`src/hw/pcxt_dma_pkg.sv`:
```
package pcxt_dma_pkg;

    // DMA channels handled by the request front end
    localparam int num_channels = 4;

    // Channel driven by the refresh timer, as on the XT board
    localparam int refresh_channel = 0;

    // Width of a channel number
    localparam int channel_width = $clog2(num_channels);

    // External request lines cover every channel except refresh
    localparam int ext_lines = num_channels - 1;

    // Channel number, as offered on the grant side
    typedef logic [channel_width-1:0] dma_channel_t;

    // One bit per channel
    // Used for masks and acknowledge lines
    typedef logic [num_channels-1:0] dma_lines_t;

    // Request lines from the expansion bus, channels 1 to 3
    typedef logic [ext_lines-1:0] dma_ext_t;

    // Arbiter states
    //   arb_idle  : waiting for an eligible request
    //   arb_offer : a channel is held on the grant side until accepted
    typedef enum logic
    {
        arb_idle,
        arb_offer
    } arb_state_t;

endpackage

```
`src/hw/dreq_if.sv`:
```
interface dreq_if;

    // Rising-edge pulse that latches the request
    logic set;

    // Hides the latched request from arbitration
    logic mask;

    // Latched and unmasked request
    logic pending;

    // One-cycle acknowledge after the grant is accepted
    logic acknowledge;

    modport source
    (
        output set,
        output mask
    );

    modport slot
    (
        input  set,
        input  mask,
        input  acknowledge,
        output pending
    );

    modport arbiter
    (
        input  pending,
        output acknowledge
    );

endinterface

```
`src/hw/dma_priority_arbiter.sv`:
```
module dma_priority_arbiter
(
    input  logic                        clock,
    input  logic                        reset,
    dreq_if.arbiter                     chan [pcxt_dma_pkg::num_channels],
    output logic                        grant_valid,
    output pcxt_dma_pkg::dma_channel_t  grant_channel,
    input  logic                        grant_ready
);

    import pcxt_dma_pkg::*;

    arb_state_t     state;
    dma_lines_t     pending_vec;
    dma_lines_t     ack_q;
    dma_lines_t     eligible;
    dma_channel_t   pick;
    logic           pick_valid;
    logic           transfer;

    generate
        for (genvar i = 0; i < num_channels; i++)
        begin : g_collect
            assign pending_vec[i]     = chan[i].pending;
            assign chan[i].acknowledge = ack_q[i];
        end
    endgenerate

    // A channel still being acknowledged has not cleared its latch yet
    assign eligible = pending_vec & ~ack_q;

    // Lowest channel wins, so scan downward and keep the last hit
    always_comb
    begin
        pick       = '0;
        pick_valid = 1'b0;
        for (int i = num_channels - 1; i >= 0; i--)
        begin
            if (eligible[i])
            begin
                pick       = dma_channel_t'(i);
                pick_valid = 1'b1;
            end
        end
    end

    assign grant_valid = (state == arb_offer);
    assign transfer    = grant_valid & grant_ready;

    // Offer is held unchanged until accepted
    always_ff @(posedge clock, posedge reset)
    begin
        if (reset)
        begin
            state         <= arb_idle;
            grant_channel <= '0;
        end
        else
        begin
            case (state)
                arb_idle:
                begin
                    if (pick_valid)
                    begin
                        grant_channel <= pick;
                        state         <= arb_offer;
                    end
                end
                arb_offer:
                begin
                    if (transfer)
                    begin
                        state <= arb_idle;
                    end
                end
                default:
                begin
                    state <= arb_idle;
                end
            endcase
        end
    end

    // One-cycle acknowledge for the accepted channel
    always_ff @(posedge clock, posedge reset)
    begin
        if (reset)
        begin
            ack_q <= '0;
        end
        else if (transfer)
        begin
            ack_q <= dma_lines_t'(1) << grant_channel;
        end
        else
        begin
            ack_q <= '0;
        end
    end

endmodule

```
`src/hw/dma_request_unit.sv`:
```
module dma_request_unit
(
    input  logic                        clock,
    input  logic                        reset,
    input  logic                        refresh_timer,
    input  pcxt_dma_pkg::dma_ext_t      dma_request,
    input  pcxt_dma_pkg::dma_lines_t    dma_mask,
    output logic                        grant_valid,
    output pcxt_dma_pkg::dma_channel_t  grant_channel,
    input  logic                        grant_ready,
    output pcxt_dma_pkg::dma_lines_t    dma_acknowledge_n
);

    import pcxt_dma_pkg::*;

    // One link per channel between edge detect, latch and arbiter
    dreq_if chan [num_channels] ();

    dreq_edge_detect edge_detect_inst
    (
        .clock          (clock),
        .reset          (reset),
        .refresh_timer  (refresh_timer),
        .dma_request    (dma_request),
        .dma_mask       (dma_mask),
        .chan           (chan)
    );

    generate
        for (genvar i = 0; i < num_channels; i++)
        begin : g_channel
            dreq_channel channel_inst
            (
                .clock  (clock),
                .reset  (reset),
                .chan   (chan[i])
            );
        end
    endgenerate

    dma_priority_arbiter arbiter_inst
    (
        .clock          (clock),
        .reset          (reset),
        .chan           (chan),
        .grant_valid    (grant_valid),
        .grant_channel  (grant_channel),
        .grant_ready    (grant_ready)
    );

    // Bus side expects active-low acknowledge lines
    generate
        for (genvar i = 0; i < num_channels; i++)
        begin : g_ack
            assign dma_acknowledge_n[i] = ~chan[i].acknowledge;
        end
    endgenerate

endmodule

```
`src/hw/dreq_channel.sv`:
```
module dreq_channel
(
    input  logic    clock,
    input  logic    reset,
    dreq_if.slot    chan
);

    logic request_latch;

    // Acknowledge has priority over a new set pulse
    always_ff @(posedge clock, posedge reset)
    begin
        if (reset)
        begin
            request_latch <= 1'b0;
        end
        else if (chan.acknowledge)
        begin
            request_latch <= 1'b0;
        end
        else if (chan.set)
        begin
            request_latch <= 1'b1;
        end
        else
        begin
            request_latch <= request_latch;
        end
    end

    // Masked requests stay latched and wait
    assign chan.pending = request_latch & ~chan.mask;

endmodule

```
`src/hw/dreq_edge_detect.sv`:
```
module dreq_edge_detect
(
    input  logic                        clock,
    input  logic                        reset,
    input  logic                        refresh_timer,
    input  pcxt_dma_pkg::dma_ext_t      dma_request,
    input  pcxt_dma_pkg::dma_lines_t    dma_mask,
    dreq_if.source                      chan [pcxt_dma_pkg::num_channels]
);

    import pcxt_dma_pkg::*;

    logic       prev_refresh;
    dma_ext_t   prev_request;
    logic       refresh_rise;
    dma_ext_t   request_rise;

    // Previous samples start high so a line held through reset is ignored
    always_ff @(posedge clock, posedge reset)
    begin
        if (reset)
        begin
            prev_refresh <= 1'b1;
            prev_request <= '1;
        end
        else
        begin
            prev_refresh <= refresh_timer;
            prev_request <= dma_request;
        end
    end

    // High for the cycle where a line is high and was low before
    assign refresh_rise = refresh_timer & ~prev_refresh;
    assign request_rise = dma_request & ~prev_request;

    generate
        for (genvar i = 0; i < num_channels; i++)
        begin : g_route
            // External line index skips the refresh slot
            localparam int line = (i < refresh_channel) ? i : i - 1;

            if (i == refresh_channel)
            begin : g_refresh
                assign chan[i].set = refresh_rise;
            end
            else
            begin : g_external
                assign chan[i].set = request_rise[line];
            end

            assign chan[i].mask = dma_mask[i];
        end
    endgenerate

endmodule

```
`config.mk`:
```
export PLATFORM = sky130hd
export DESIGN_NAME = dma_request_unit
export DESIGN_NICKNAME = d
export VERILOG_FILES = /design/src/hw/pcxt_dma_pkg.sv /design/src/hw/dreq_if.sv /design/src/hw/dma_priority_arbiter.sv /design/src/hw/dma_request_unit.sv /design/src/hw/dreq_channel.sv /design/src/hw/dreq_edge_detect.sv
export SDC_FILE = /design/constraint.sdc
export NUM_CORES = 1
export LEC_CHECK = 0
export BUFFER_PORTS_ARGS = -buffer_cell sky130_fd_sc_hd__buf_4
export CAP_MARGIN = 20
export CORE_MARGIN = 2
export CORE_UTILIZATION = 49
export DETAILED_ROUTE_END_ITERATION = 8
export PLACE_DENSITY_LB_ADDON = 0.15
export SYNTH_ARGS = -nofsm -noshare
export SYNTH_HDL_FRONTEND = slang
export SYNTH_HIERARCHICAL = 1
export SYNTH_SLANG_ARGS = --single-unit
```
`constraint.sdc`:
```
create_clock -name clock -period 1.1 [get_ports clock]
set_input_delay 0 -clock clock [delete_from_list [all_inputs] [get_ports clock]]
set_output_delay 0 -clock clock [all_outputs]
set_load 0.02 [all_outputs]
```
### Word-level counts from Yosys, hierarchy flattened

Cells that the tools add are included.

| word-level totals | value |
|---|---|
| register bits | 15 |
| input port bits | 11 |
| output and inout port bits | 7 |
| logic and storage cells | 55 |

| cells by class | value |
|---|---|
| shift-type cells | 1 |
| mux-type cells | 20 |
| bitwise operators | 20 |
| reduce and logical (&&, ||, !) cells | 5 |

Operators by type and width:

| operator | number |
|---|---|
| $mux 1 | 14 |
| $not 1->1 | 10 |
| $mux 2 | 4 |
| $reduce_bool 2->1 | 4 |
| $and 1x1->1 | 6 |
| $and 4x4->4 | 1 |
| $mux 4 | 1 |
| $not 4->4 | 1 |
| $shl 1x2->4 const A | 1 |
| $and 3x3->3 | 1 |
| $not 3->3 | 1 |
| $pmux 1 s2 | 1 |
| $reduce_and 2->1 | 1 |

### Depth between registers and ports, before layout

Gate-level depths: netlist (run 1).

| logic depth | value |
|---|---|
| depth in word-level cells | 9 |
| mapped depth | 5 |
| gate-level depth less buffers | 4 |

### Modules after synthesis

Netlist (run 1), hierarchy kept.

By module, submodules not included:

| module | instances | cells each | area each (um^2) | seq. area each (um^2) |
|---|---|---|---|---|
| dma_priority_arbiter | 1 | 28 | 309.0 | 175.2 |
| dreq_edge_detect | 1 | 13 | 193.9 | 105.1 |
| dreq_channel | 4 | 4 | 45.0 | 25.0 |
| dma_request_unit | 1 | 4 | 15.0 | 0.0 |

### Least setup slack after synthesis (run 1)

Ideal clock, no wire load.

| path | value |
|---|---|
| kind | reg2reg |
| from | register g_channel[0].channel_inst.request_latch |
| to | register arbiter_inst.state, in the netlist arbiter_inst/grant_valid |
| setup time | 119 ps |
| arrival | 899 ps |
| required time | 981 ps |
| path slack | 82 ps |
| stages on the path, launching flop included | 5 |
| path buffers | 0 |
| clock period less this slack | 1018 ps |
| path through | dfrtp_1 nor2b_1 nor2b_4 nand4b_1 o21a_1 |

| between the ends | value |
|---|---|
| longest elaborated chain between the ends | 5 |

RTL lines:

| item | RTL line | source |
|---|---|---|
| start: declaration | dreq_channel.sv:8 | `logic request_latch;` |
| start signal: assignment | dreq_channel.sv:27 | `request_latch <= request_latch;` |
| $and 1x1->1 | dreq_channel.sv:32 | `assign chan.pending = request_latch & ~chan.mask;` |
| via chan[0].pending | dreq_if.sv:10 | `logic pending;` |
| $and 4x4->4 | dma_priority_arbiter.sv:30 | `assign eligible = pending_vec & ~ack_q;` |
| $mux 1 | dma_priority_arbiter.sv:39 | `if (eligible[i])` |
| $mux 1 | dma_priority_arbiter.sv:63 | `if (pick_valid)` |
| $pmux 1 s2 | dma_priority_arbiter.sv:60 | `case (state)` |
| end signal: assignment | dma_priority_arbiter.sv:55 | `state <= arb_idle;` |
| end signal: assignment | dma_priority_arbiter.sv:66 | `state <= arb_offer;` |
| end signal: assignment | dma_priority_arbiter.sv:73 | `state <= arb_idle;` |
| end: declaration | dma_priority_arbiter.sv:13 | `arb_state_t state;` |

The timed path passes the listed nets, and every way through them passes these cells.
A chain may end at the register's enable or synchronous reset.

### Final worst setup path (run 1)

Same ends and word-level chain as after synthesis.

==> results of run 1 <==
## final cells by class
| cell class | instances | share of cell area, % |
|---|---|---|
| sequential | 15 | 41.8 |
| multi-input combinational | 30 | 26.9 |
| timing repair buffer | 24 | 21.4 |
| inverter | 12 | 4.95 |
| clock buffer | 4 | 2.88 |
| tap | 15 | 2.06 |
## per-layer routing
layer	up-vias	part of all wire, %	routed length, um	track usage [%]
li1	233	-	-	-
met1	228	45	537	20.7
met2	15	47	568	23.1
met3	5	5.3	64	3.04
met4	0	2.8	34	9.68
met5	-	0	0	0
## sequential cells by signal, summed over array words and instances, names as in the netlist
name	count
arbiter_inst/ack_q	4
g_channel.channel_inst/request_latch	4
edge_detect_inst/prev_request	3
arbiter_inst/grant_channel	2
arbiter_inst/grant_valid	1
edge_detect_inst/prev_refresh	1
## worst register-to-register path: stages, from the launching register on
cell and delay [ns]:
sky130_fd_sc_hd__dfrtp_1 0.38, sky130_fd_sc_hd__nor2b_1 0.13, sky130_fd_sc_hd__nor2b_4 0.13, sky130_fd_sc_hd__nand4b_1 0.17
sky130_fd_sc_hd__o21a_1 0.18
## cell usage after synthesis, drive strengths merged
cell / number
nand2: 1
a21oi: 2
nand3: 1
o21ba: 4
nor3: 2
dfrtp: 11
nor2b: 10
dfstp: 4
buf: 4
o22a: 2
a31oi: 1
inv: 12
o21a: 1
nand4b: 1
nand2b: 3
nor2: 2
## worst max-delay path by stage
stage | from | endpoint | slack (ns) | cells past startpoint
CTS | g_channel[0].channel_inst/request_latch$_DFFE_PP0P_ | arbiter_inst/grant_valid$_DFF_PP0_ | -0.004 | 4
global route | g_channel[0].channel_inst/request_latch$_DFFE_PP0P_ | arbiter_inst/grant_valid$_DFF_PP0_ | -0.03 | 4
detailed placement | g_channel[0].channel_inst/request_latch$_DFFE_PP0P_ | arbiter_inst/grant_valid$_DFF_PP0_ | 0.02 | 4
floorplan | g_channel[0].channel_inst/request_latch$_DFFE_PP0P_ | arbiter_inst/grant_valid$_DFF_PP0_ | 0.08 | 4
finish | g_channel[0].channel_inst/request_latch$_DFFE_PP0P_ | arbiter_inst/grant_valid$_DFF_PP0_ | 0.003 | 4
global placement | g_channel[0].channel_inst/request_latch$_DFFE_PP0P_ | arbiter_inst/grant_valid$_DFF_PP0_ | 0.03 | 4
## kinds of logic after synthesis
family / count (synthesis)
buffers and inverters: 16
and+or+nand+nor: 20
AOI/OAI and AO/OA: 10
DFF: 15
## per-stage QoR
| step | hold slack [ns] | setup slack, ns | TNS (ns) | instance area (um^2) | power, mW |
|---|---|---|---|---|---|
| floorplan | -0.271 | 0.0822 | 0 | 698 | 1.28 |
| global placement | -0.113 | 0.0316 | 0 | 815 | 1.49 |
| detailed placement | -0.111 | 0.0227 | 0 | 815 | 1.52 |
| CTS | 0.144 | -0.00424 | -0.00424 | 901 | 1.84 |
| global route | 0.150 | -0.0343 | -0.0343 | 911 | 1.98 |
| finish | 0.142 | 0.00345 | 0 | 911 | 1.85 |
## where the power goes
part	internal, mW	switching, mW
clock	0.141	0.160
sequential	0.715	0.142
combinational	0.386	0.309
total	1.24	0.610
## repair_timing
item | CTS | global route
buffers inserted | 0 | 1
endpoints found under the setup margin | 1 | 2
pin swaps | 0 | 0
resized for setup | 0 | 1
hold buffers | 6 | 0
hold endpoints to repair | 21 | 0
==> results.md, run 1 <==
### Outcome
- **result of the run** finished, final reports clean

### Route
- **vias** 481
- **initial detailed-routing violation count** 6
- **post-route ant nets** 0
- **DRC viols** 0
- **post-detailed-routing wire length** 1210 um
- **Via-to-Cell Ratio** 4.81
- **routed len/inst** 12.1 um
- **number of optimization iterations in the first detailed-route pass** 4

### Power and ir drop
- **cell area power density** 2030 nW/um^2
- **Peak supply drop** 0.00112 V
- **Lkg Pwr** 0.441 nW

### Worst setup path
- **cell family with the largest share of critical-path delay** simple AND/OR/NAND/NOR gates
- **reg-to-reg slack, setup** 0.003 ns
- **Crit Path Max Fanout** 3
- **slowest cell delay on critical path** 0.38 ns
- **data arrival at the endpoint of the critical path** 1.27 ns
- **Slowest cell on crit path** sky130_fd_sc_hd__dfrtp_1
- **worst path buffer plus inverter count** 0
- **Reg2Reg Launch Point** g_channel[0].channel_inst/request_latch$_DFFE_PP0P_
- **list of cells traversed by the critical path** nor2b_1 -> nor2b_4 -> nand4b_1 -> o21a_1
- **Critical R2R Capture** arbiter_inst/grant_valid$_DFF_PP0_
- **CP endpoint kind** register
- **crit start category** register
- **class of the most critical setup path** reg -> reg
- **number of cells on the worst reg-to-reg path** 4
- **data required time at the worst endpoint** 1.27 ns

### Logic synthesis
- **combinational family with the most area after synthesis** simple AND/OR/NAND/NOR gates
- **portion of synthesized cell area occupied by the leading cell type** 39.4%
- **proportion of synthesized chip area in sequential cells** 54.5%
- **post-synthesis cell area** 698 um^2
- **compound-cell area share of the yosys netlist** 11.6%
- **area share of fa/ha/maj cells after synthesis** 0%
- **xor and xnor fraction of the mapped netlist area** 0%
- **library cells used by synthesis** 18
- **Yosys Warn Count** 6
- **Mapped Cells** 61
- **synthesized netlist net count** 72
- **area share of and/or/nand/nor cells after synthesis** 23.1%
- **Syn Area/Cell** 11.4 um^2
- **synth top area cells** sky130_fd_sc_hd__dfrtp_1 39%, sky130_fd_sc_hd__dfstp_2 15%, sky130_fd_sc_hd__nor2b_4 9.9%
- **Seq cells post-synth** 15
- **mux contribution to synthesized area** 0%
- **library cell with the largest summed area after synthesis** sky130_fd_sc_hd__dfrtp_1

### Die
- **initial cell density of the core** 53.0%
- **total number of placement rows** 13
- **die span in x** 41.7 um
- **number of I/O pins** 18
- **die height** 41.7 um
- **die area** 1740 um^2
- **core footprint** 1320 um^2

### Placement
- **post-DP HPWL** 899 um
- **buffers added on ports** 17
- **global placement routability congestion** 0.776
- **number of cells in the design after placement** 89

### Final layout
- **top library cells by usage in the layout, fill and taps aside** 18 x sky130_fd_sc_hd__buf_4, 12 x sky130_fd_sc_hd__inv_1, 11 x sky130_fd_sc_hd__dfrtp_1
- **# fillers** 102
- **final net count** 97
- **sequential cell area** 380 um^2
- **layout cells sized above 1** 37.6%
- **Ant. Diodes** 0
- **most common cell after layout, fill and taps aside** sky130_fd_sc_hd__buf_4
- **Area growth, synth to finish** 30.5%
- **area occupied by multi-input gates** 245 um^2
- **final core utilization** 69.1%
- **Post-Layout Cell Count** 100

### Clocking
- **clock-pin slew of the registers on the worst-case setup and hold paths** 0.08 ns
- **maximum number of buffers from clock root to sink** 2
- **# H-tree levels** 1
- **clock latency on the worst-skew pair** 0.28 ns
- **CTS tree** done
- **number of buffers added by the clock tree synthesis step** 3
- **CTS Root Cell** sky130_fd_sc_hd__clkbuf_4
- **Sinks on Clock Net** 15

### Worst hold path
- **Hold Path Class** in -> async

### Timing
- **skew final** 0.00232 ns
- **setup repair after global routing missed its margin** yes
- **number of endpoints failing setup at the final stage** 0
- **relative slew slack** 81.9%
- **count of final max-slew check failures** 0
- **Least-Margin Pin Slew** 0.271 ns
- **part of the cycle the worst path needs** 99.7%
- **Peak Freq** 912 MHz
- **Final Hold Violating Endpoints** 0
- **minimum period implied by the final worst setup slack** 1.10 ns

### Global routing
- **number of global-route vias before repair** 451
- **GRT Util Overall** 15.6%
- **initial antenna violation count** 0
- **Overflow after GRT** 0
- **pin count of the biggest net entering global routing** 9
- **first-pass GRT wire length** 1990 um

### Flow run
- **maxcap violations** 0

Power figures use the tool's default switching activity.
==> inputs of run 2 (changes only) <==
--- a/config.mk
+++ b/config.mk
@@ -7,8 +7,10 @@
 export LEC_CHECK = 0
 export BUFFER_PORTS_ARGS = -buffer_cell sky130_fd_sc_hd__buf_4
 export CAP_MARGIN = 20
+export CELL_PAD_IN_SITES_DETAIL_PLACEMENT = 1
+export CELL_PAD_IN_SITES_GLOBAL_PLACEMENT = 1
 export CORE_MARGIN = 2
-export CORE_UTILIZATION = 49
+export CORE_UTILIZATION = 38
 export DETAILED_ROUTE_END_ITERATION = 8
 export PLACE_DENSITY_LB_ADDON = 0.15
 export SYNTH_ARGS = -nofsm -noshare
==> run 2 against run 1 <==
Effect of this change: the run now ends with hold timing, setup timing left; sequential power increased by 0.5%; combinational power increased by 2%; via count increased by 0.62%; fmax decreased by 0.45%; cell area increased by 1.1%; clock-buffer cell count unchanged; global-route usage increased by 0.11 points; hold slack got worse by 0.14 ns; critical path depth unchanged; clock skew about the same; largest power group unchanged; highest routed layer unchanged.
==> results.md, run 2 (synthesized netlist as in run 1, its figures left out) <==
### Worst setup path
- **slowest cell delay on critical path** 0.39 ns
- **list of cells traversed by the critical path** nor2b_4 -> nor2b_4 -> nand4b_1 -> o21a_1
- **CP endpoint kind** register
- **class of the most critical setup path** reg -> reg
- **reg-to-reg slack, setup** -0.002 ns
- **Slowest cell on crit path** sky130_fd_sc_hd__dfrtp_1
- **number of cells on the worst reg-to-reg path** 4
- **data arrival at the endpoint of the critical path** 1.28 ns
- **Crit Path Max Fanout** 3
- **most frequent CP cell** sky130_fd_sc_hd__nor2b_4
- **data required time at the worst endpoint** 1.28 ns
- **Reg2Reg Launch Point** g_channel[0].channel_inst/request_latch$_DFFE_PP0P_
- **crit start category** register
- **Critical R2R Capture** arbiter_inst/grant_valid$_DFF_PP0_

### Timing
- **number of endpoints failing setup at the final stage** 1
- **minimum period implied by the final worst setup slack** 1.10 ns
- **worst hold slack** -0.00261 ns
- **worst-case setup margin in the final layout** -0.00155 ns
- **part of the cycle the worst path needs** 100%
- **skew final** 0.00208 ns
- **relative slew slack** 82.4%
- **Final Hold Violating Endpoints** 1
- **Least-Margin Pin Slew** 0.263 ns
- **Peak Freq** 908 MHz
- **count of final max-slew check failures** 0
- **setup repair after global routing missed its margin** yes

### Power and ir drop
- **Peak supply drop** 0.00105 V
- **Lkg Pwr** 0.444 nW
- **cell area power density** 2040 nW/um^2

### Clocking
- **Sinks on Clock Net** 15
- **clock-pin slew of the registers on the worst-case setup and hold paths** 0.08 ns
- **number of buffers added by the clock tree synthesis step** 3
- **maximum number of buffers from clock root to sink** 2
- **# H-tree levels** 1
- **CTS Root Cell** sky130_fd_sc_hd__clkbuf_4
- **clock latency on the worst-skew pair** 0.28 ns
- **CTS tree** done

### Route
- **post-detailed-routing wire length** 1380 um
- **vias** 484
- **post-route ant nets** 0
- **routed wire length on met2** 722 um
- **routed len/inst** 12.6 um
- **Via-to-Cell Ratio** 4.44
- **DRC viols** 0
- **wire length on met3** 73 um
- **initial detailed-routing violation count** 0
- **number of optimization iterations in the first detailed-route pass** 1
- **top metal layer carrying routed signals** met4
- **wire length on met1** 548 um

### Die
- **total number of placement rows** 15
- **initial cell density of the core** 40.4%
- **die height** 46.9 um
- **die area** 2200 um^2
- **die span in x** 46.9 um
- **core footprint** 1730 um^2
- **number of I/O pins** 18

### Placement
- **post-DP HPWL** 1040 um
- **post-placement cell area** 827 um^2
- **global placement routability congestion** 0.726
- **buffers added on ports** 17
- **Post-Place Worst Slack** 0.0132 ns

### Final layout
- **# fillers** 188
- **most common cell after layout, fill and taps aside** sky130_fd_sc_hd__buf_4
- **Ant. Diodes** 0
- **top library cells by usage in the layout, fill and taps aside** 18 x sky130_fd_sc_hd__buf_4, 12 x sky130_fd_sc_hd__inv_1, 11 x sky130_fd_sc_hd__dfrtp_1
- **Area growth, synth to finish** 31.9%
- **layout cells sized above 1** 39.3%
- **final net count** 96
- **Design Area, Final** 921 um^2
- **leading registers by flop count** arbiter_inst/ack_q (4), g_channel.channel_inst/request_latch (4), edge_detect_inst/prev_request (3)

### Global routing
- **number of global-route vias before repair** 494
- **first-pass GRT wire length** 2260 um
- **Overflow after GRT** 0
- **initial antenna violation count** 0
- **pin count of the biggest net entering global routing** 9
- **GRT Util Overall** 15.7%

### Flow run
- **maxcap violations** 0

### Outcome
- **result of the run** complete, but fails checks
- **failing checks** hold timing, setup timing

### Worst hold path
- **Hold Path Cell Cnt** 3
- **endpoint of the worst hold-timing path** arbiter_inst/ack_q[3]$_DFF_PP0_
- **Min-Delay Startpoint** grant_ready
- **Hold Path Class** in -> reg

==> run 2: cell types whose count changed in the layout (fill, tap and decap cells not counted), sizes merged <==
cell | previous run | this run
dlygate4sd3 | 6 | 5
==> run 2: repair_timing <==
| item | in CTS | in global routing |
|---|---|---|
| hold buffers | 5 | 0 |
| resized for setup | 1 | 1 |
| setup endpoints to repair | 1 | 2 |
| hold endpoints to repair | 19 | 0 |
| setup buffers | 0 | 1 |
==> run 2: metal layers <==
layer  GRT usage (%)  vias up
li1                -      232
met1            18.7      233
met2            24.7       14
met3            4.62        5
met4            10.0        0
met5               0        -
==> run 2: area by class of cell <==
class                           count  area [um^2]  area share [%]
Clock buffer                        4         26.3            2.85
Inverter                           12         45.0            4.89
Multi-Input combinational cell     30          253            27.4
Sequential cell                    15          380            41.3
Tap cell                           25         31.3            3.40
Timing Repair Buffer               23          185            20.1
==> run 2: worst max-delay path by stage <==
stage / to / start / cells past startpoint
3_3_place_gp: arbiter_inst/grant_valid$_DFF_PP0_ / g_channel[0].channel_inst/request_latch$_DFFE_PP0P_ / 4
3_5_place_dp: arbiter_inst/grant_valid$_DFF_PP0_ / g_channel[0].channel_inst/request_latch$_DFFE_PP0P_ / 4
4_1_cts: arbiter_inst/grant_valid$_DFF_PP0_ / g_channel[0].channel_inst/request_latch$_DFFE_PP0P_ / 4
6_report: arbiter_inst/grant_valid$_DFF_PP0_ / g_channel[0].channel_inst/request_latch$_DFFE_PP0P_ / 4
5_1_grt: arbiter_inst/grant_valid$_DFF_PP0_ / g_channel[0].channel_inst/request_latch$_DFFE_PP0P_ / 4
2_1_floorplan: arbiter_inst/grant_valid$_DFF_PP0_ / g_channel[0].channel_inst/request_latch$_DFFE_PP0P_ / 4
==> run 2: per-stage QoR <==
step | TNS [ns] | instances | util [%] | hold slack, ns | power, mW
2_1_floorplan | 0 | 61 | - | -0.271 | 1.28
3_3_place_gp | 0 | 99 | 47.9 | -0.114 | 1.50
3_5_place_dp | 0 | 99 | 47.9 | -0.112 | 1.52
4_1_cts | 0 | 108 | 52.8 | 0.00140 | 1.87
5_1_grt | -0.0796 | 109 | 53.3 | 0.00507 | 2.03
6_report | -0.00155 | 109 | 53.3 | -0.00261 | 1.88
==> run 2: critical path, delay by kind of cell, from the launching register on <==
family,cells,cell delay (ns)
and+or+nand+nor,3,0.43
DFF,1,0.39
AOI/OAI and AO/OA,1,0.18
==> run 2: report_power, final <==
part | total, mW | internal, mW | switching (mW) | leakage [nW]
combinational | 0.706 | 0.396 | 0.310 | 0.257
clock | 0.309 | 0.141 | 0.168 | 0.0150
sequential | 0.861 | 0.715 | 0.145 | 0.172
total | 1.88 | 1.25 | 0.623 | 0.444
==> inputs of run 3 (changes only) <==
--- a/config.mk
+++ b/config.mk
@@ -17,3 +17,4 @@
 export SYNTH_HDL_FRONTEND = slang
 export SYNTH_HIERARCHICAL = 1
 export SYNTH_SLANG_ARGS = --single-unit
+export TNS_END_PERCENT = 1
==> run 3 against run 2 <==
Effect of this change: the run still ends with hold timing, setup timing left; clock power hardly changed; highest routed layer unchanged; largest cell class unchanged; largest power group unchanged; non-clock buffer count stayed put; utilization is the same.
==> results.md, run 3 (synthesized netlist as in run 1, its figures left out) <==
### Global routing
- **first-pass GRT wire length** 2260 um
- **pin count of the biggest net entering global routing** 9
- **initial antenna violation count** 0
- **GRT Util Overall** 15.7%
- **Overflow after GRT** 0
- **number of global-route vias before repair** 494

### Power and ir drop
- **cell internal pwr** 1.25 mW
- **Peak supply drop** 0.00105 V
- **relative contribution of sequential cells to total power** 45.9%
- **switching power share of the total** 33.2%
- **Lkg Pwr** 0.444 nW
- **net switching power** 0.623 mW
- **portion of total power attributed to combinational logic** 37.6%
- **cell area power density** 2040 nW/um^2
- **part of the total power dissipated in the clock network** 16.5%

### Timing
- **Final Hold Violating Endpoints** 1
- **Peak Freq** 908 MHz
- **part of the cycle the worst path needs** 100%
- **count of final max-slew check failures** 0
- **Final TNS setup** -0.00155 ns
- **Least-Margin Pin Slew** 0.263 ns
- **skew final** 0.00208 ns
- **worst-case setup margin in the final layout** -0.00155 ns
- **number of endpoints failing setup at the final stage** 1
- **setup repair after global routing missed its margin** yes
- **relative slew slack** 82.4%
- **minimum period implied by the final worst setup slack** 1.10 ns
- **worst hold slack** -0.00261 ns

### Outcome
- **failing checks** hold timing, setup timing
- **result of the run** complete, but fails checks

### Worst setup path
- **worst path buffer plus inverter count** 0
- **Crit Path Max Fanout** 3
- **reg-to-reg slack, setup** -0.002 ns
- **list of cells traversed by the critical path** nor2b_4 -> nor2b_4 -> nand4b_1 -> o21a_1
- **Reg2Reg Launch Point** g_channel[0].channel_inst/request_latch$_DFFE_PP0P_
- **CP endpoint kind** register
- **class of the most critical setup path** reg -> reg
- **data arrival at the endpoint of the critical path** 1.28 ns
- **number of cells on the worst reg-to-reg path** 4
- **slowest cell delay on critical path** 0.39 ns
- **cell family with the largest share of critical-path delay** simple AND/OR/NAND/NOR gates
- **Critical R2R Capture** arbiter_inst/grant_valid$_DFF_PP0_
- **most frequent CP cell** sky130_fd_sc_hd__nor2b_4
- **Slowest cell on crit path** sky130_fd_sc_hd__dfrtp_1
- **crit start category** register
- **data required time at the worst endpoint** 1.28 ns

### Clocking
- **# H-tree levels** 1
- **Sinks on Clock Net** 15
- **clock-pin slew of the registers on the worst-case setup and hold paths** 0.08 ns
- **CTS tree** done
- **CTS Root Cell** sky130_fd_sc_hd__clkbuf_4
- **clock latency on the worst-skew pair** 0.28 ns
- **maximum number of buffers from clock root to sink** 2
- **number of buffers added by the clock tree synthesis step** 3

### Die
- **die span in x** 46.9 um
- **total number of placement rows** 15
- **core footprint** 1730 um^2
- **number of I/O pins** 18
- **die height** 46.9 um
- **die area** 2200 um^2
- **initial cell density of the core** 40.4%

### Flow run
- **maxcap violations** 0

### Worst hold path
- **Hold Path Class** in -> reg
- **Min-Delay Startpoint** grant_ready
- **Hold Path Cell Cnt** 3
- **endpoint of the worst hold-timing path** arbiter_inst/ack_q[3]$_DFF_PP0_

### Route
- **routed len/inst** 12.6 um
- **number of optimization iterations in the first detailed-route pass** 1
- **DRC viols** 0
- **vias** 484
- **Via-to-Cell Ratio** 4.44
- **post-route ant nets** 0
- **post-detailed-routing wire length** 1380 um
- **initial detailed-routing violation count** 0

### Final layout
- **final net count** 96
- **area occupied by multi-input gates** 253 um^2
- **top library cells by usage in the layout, fill and taps aside** 18 x sky130_fd_sc_hd__buf_4, 12 x sky130_fd_sc_hd__inv_1, 11 x sky130_fd_sc_hd__dfrtp_1
- **Area growth, synth to finish** 31.9%
- **leading registers by flop count** arbiter_inst/ack_q (4), g_channel.channel_inst/request_latch (4), edge_detect_inst/prev_request (3)
- **Post-Layout Cell Count** 109
- **sequential cell area** 380 um^2
- **Ant. Diodes** 0
- **# fillers** 188
- **final core utilization** 53.3%
- **layout cells sized above 1** 39.3%
- **most common cell after layout, fill and taps aside** sky130_fd_sc_hd__buf_4

### Placement
- **number of cells in the design after placement** 99
- **global placement routability congestion** 0.726
- **Post-Place Worst Slack** 0.0132 ns
- **post-DP HPWL** 1040 um
- **buffers added on ports** 17

==> run 3: cell counts in the layout (fill, tap and decap cells not counted) <==
Identical to the previous run, type by type.
==> run 3: worst max path at each step <==
stage / depth (start not counted) / start / to
2_1_floorplan: 4 / g_channel[0].channel_inst/request_latch$_DFFE_PP0P_ / arbiter_inst/grant_valid$_DFF_PP0_
3_3_place_gp: 4 / g_channel[0].channel_inst/request_latch$_DFFE_PP0P_ / arbiter_inst/grant_valid$_DFF_PP0_
3_5_place_dp: 4 / g_channel[0].channel_inst/request_latch$_DFFE_PP0P_ / arbiter_inst/grant_valid$_DFF_PP0_
4_1_cts: 4 / g_channel[0].channel_inst/request_latch$_DFFE_PP0P_ / arbiter_inst/grant_valid$_DFF_PP0_
5_1_grt: 4 / g_channel[0].channel_inst/request_latch$_DFFE_PP0P_ / arbiter_inst/grant_valid$_DFF_PP0_
6_report: 4 / g_channel[0].channel_inst/request_latch$_DFFE_PP0P_ / arbiter_inst/grant_valid$_DFF_PP0_
==> run 3: cell type report <==
class	count	area share, %
sequential	15	41.3
multi-input combinational	30	27.4
timing repair buffer	23	20.1
inverter	12	4.89
tap	25	3.40
clock buffer	4	2.85
==> run 3: timing repair <==
action	4_1_cts	5_1_grt
resized for setup	1	1
setup buffers	0	1
hold buffers	5	0
setup endpoints to repair	1	2
hold endpoints to repair	19	0
==> run 3: layer usage <==
layer | global-route usage, % | vias up | wire length, um
met1 | 18.7 | 233 | 548
met4 | 10.0 | 0 | 34
met3 | 4.62 | 5 | 73
met2 | 24.7 | 14 | 722
met5 | 0 | - | 0
li1 | - | 232 | -
==> run 3: power by group through the flow <==
stage          sequential [mW]  clock (mW)  combinational (mW)
2_1_floorplan            0.891           0               0.393
3_3_place_gp             0.865           0               0.638
3_5_place_dp             0.869           0               0.655
4_1_cts                  0.864       0.320               0.686
5_1_grt                  0.889       0.363               0.776
6_report                 0.861       0.309               0.706
==> run 3: metrics by stage <==
step                power (mW)  area [um^2]
floorplan                 1.28          698
global route              2.03          921
CTS                       1.87          911
detailed placement        1.52          827
finish                    1.88          921
global placement          1.50          827
==> run 3: worst register-to-register path, cell delays in order, from the launching register on <==
cell and delay, ns:
sky130_fd_sc_hd__dfrtp_1 0.39, sky130_fd_sc_hd__nor2b_4 0.13, sky130_fd_sc_hd__nor2b_4 0.12, sky130_fd_sc_hd__nand4b_1 0.18, sky130_fd_sc_hd__o21a_1 0.18
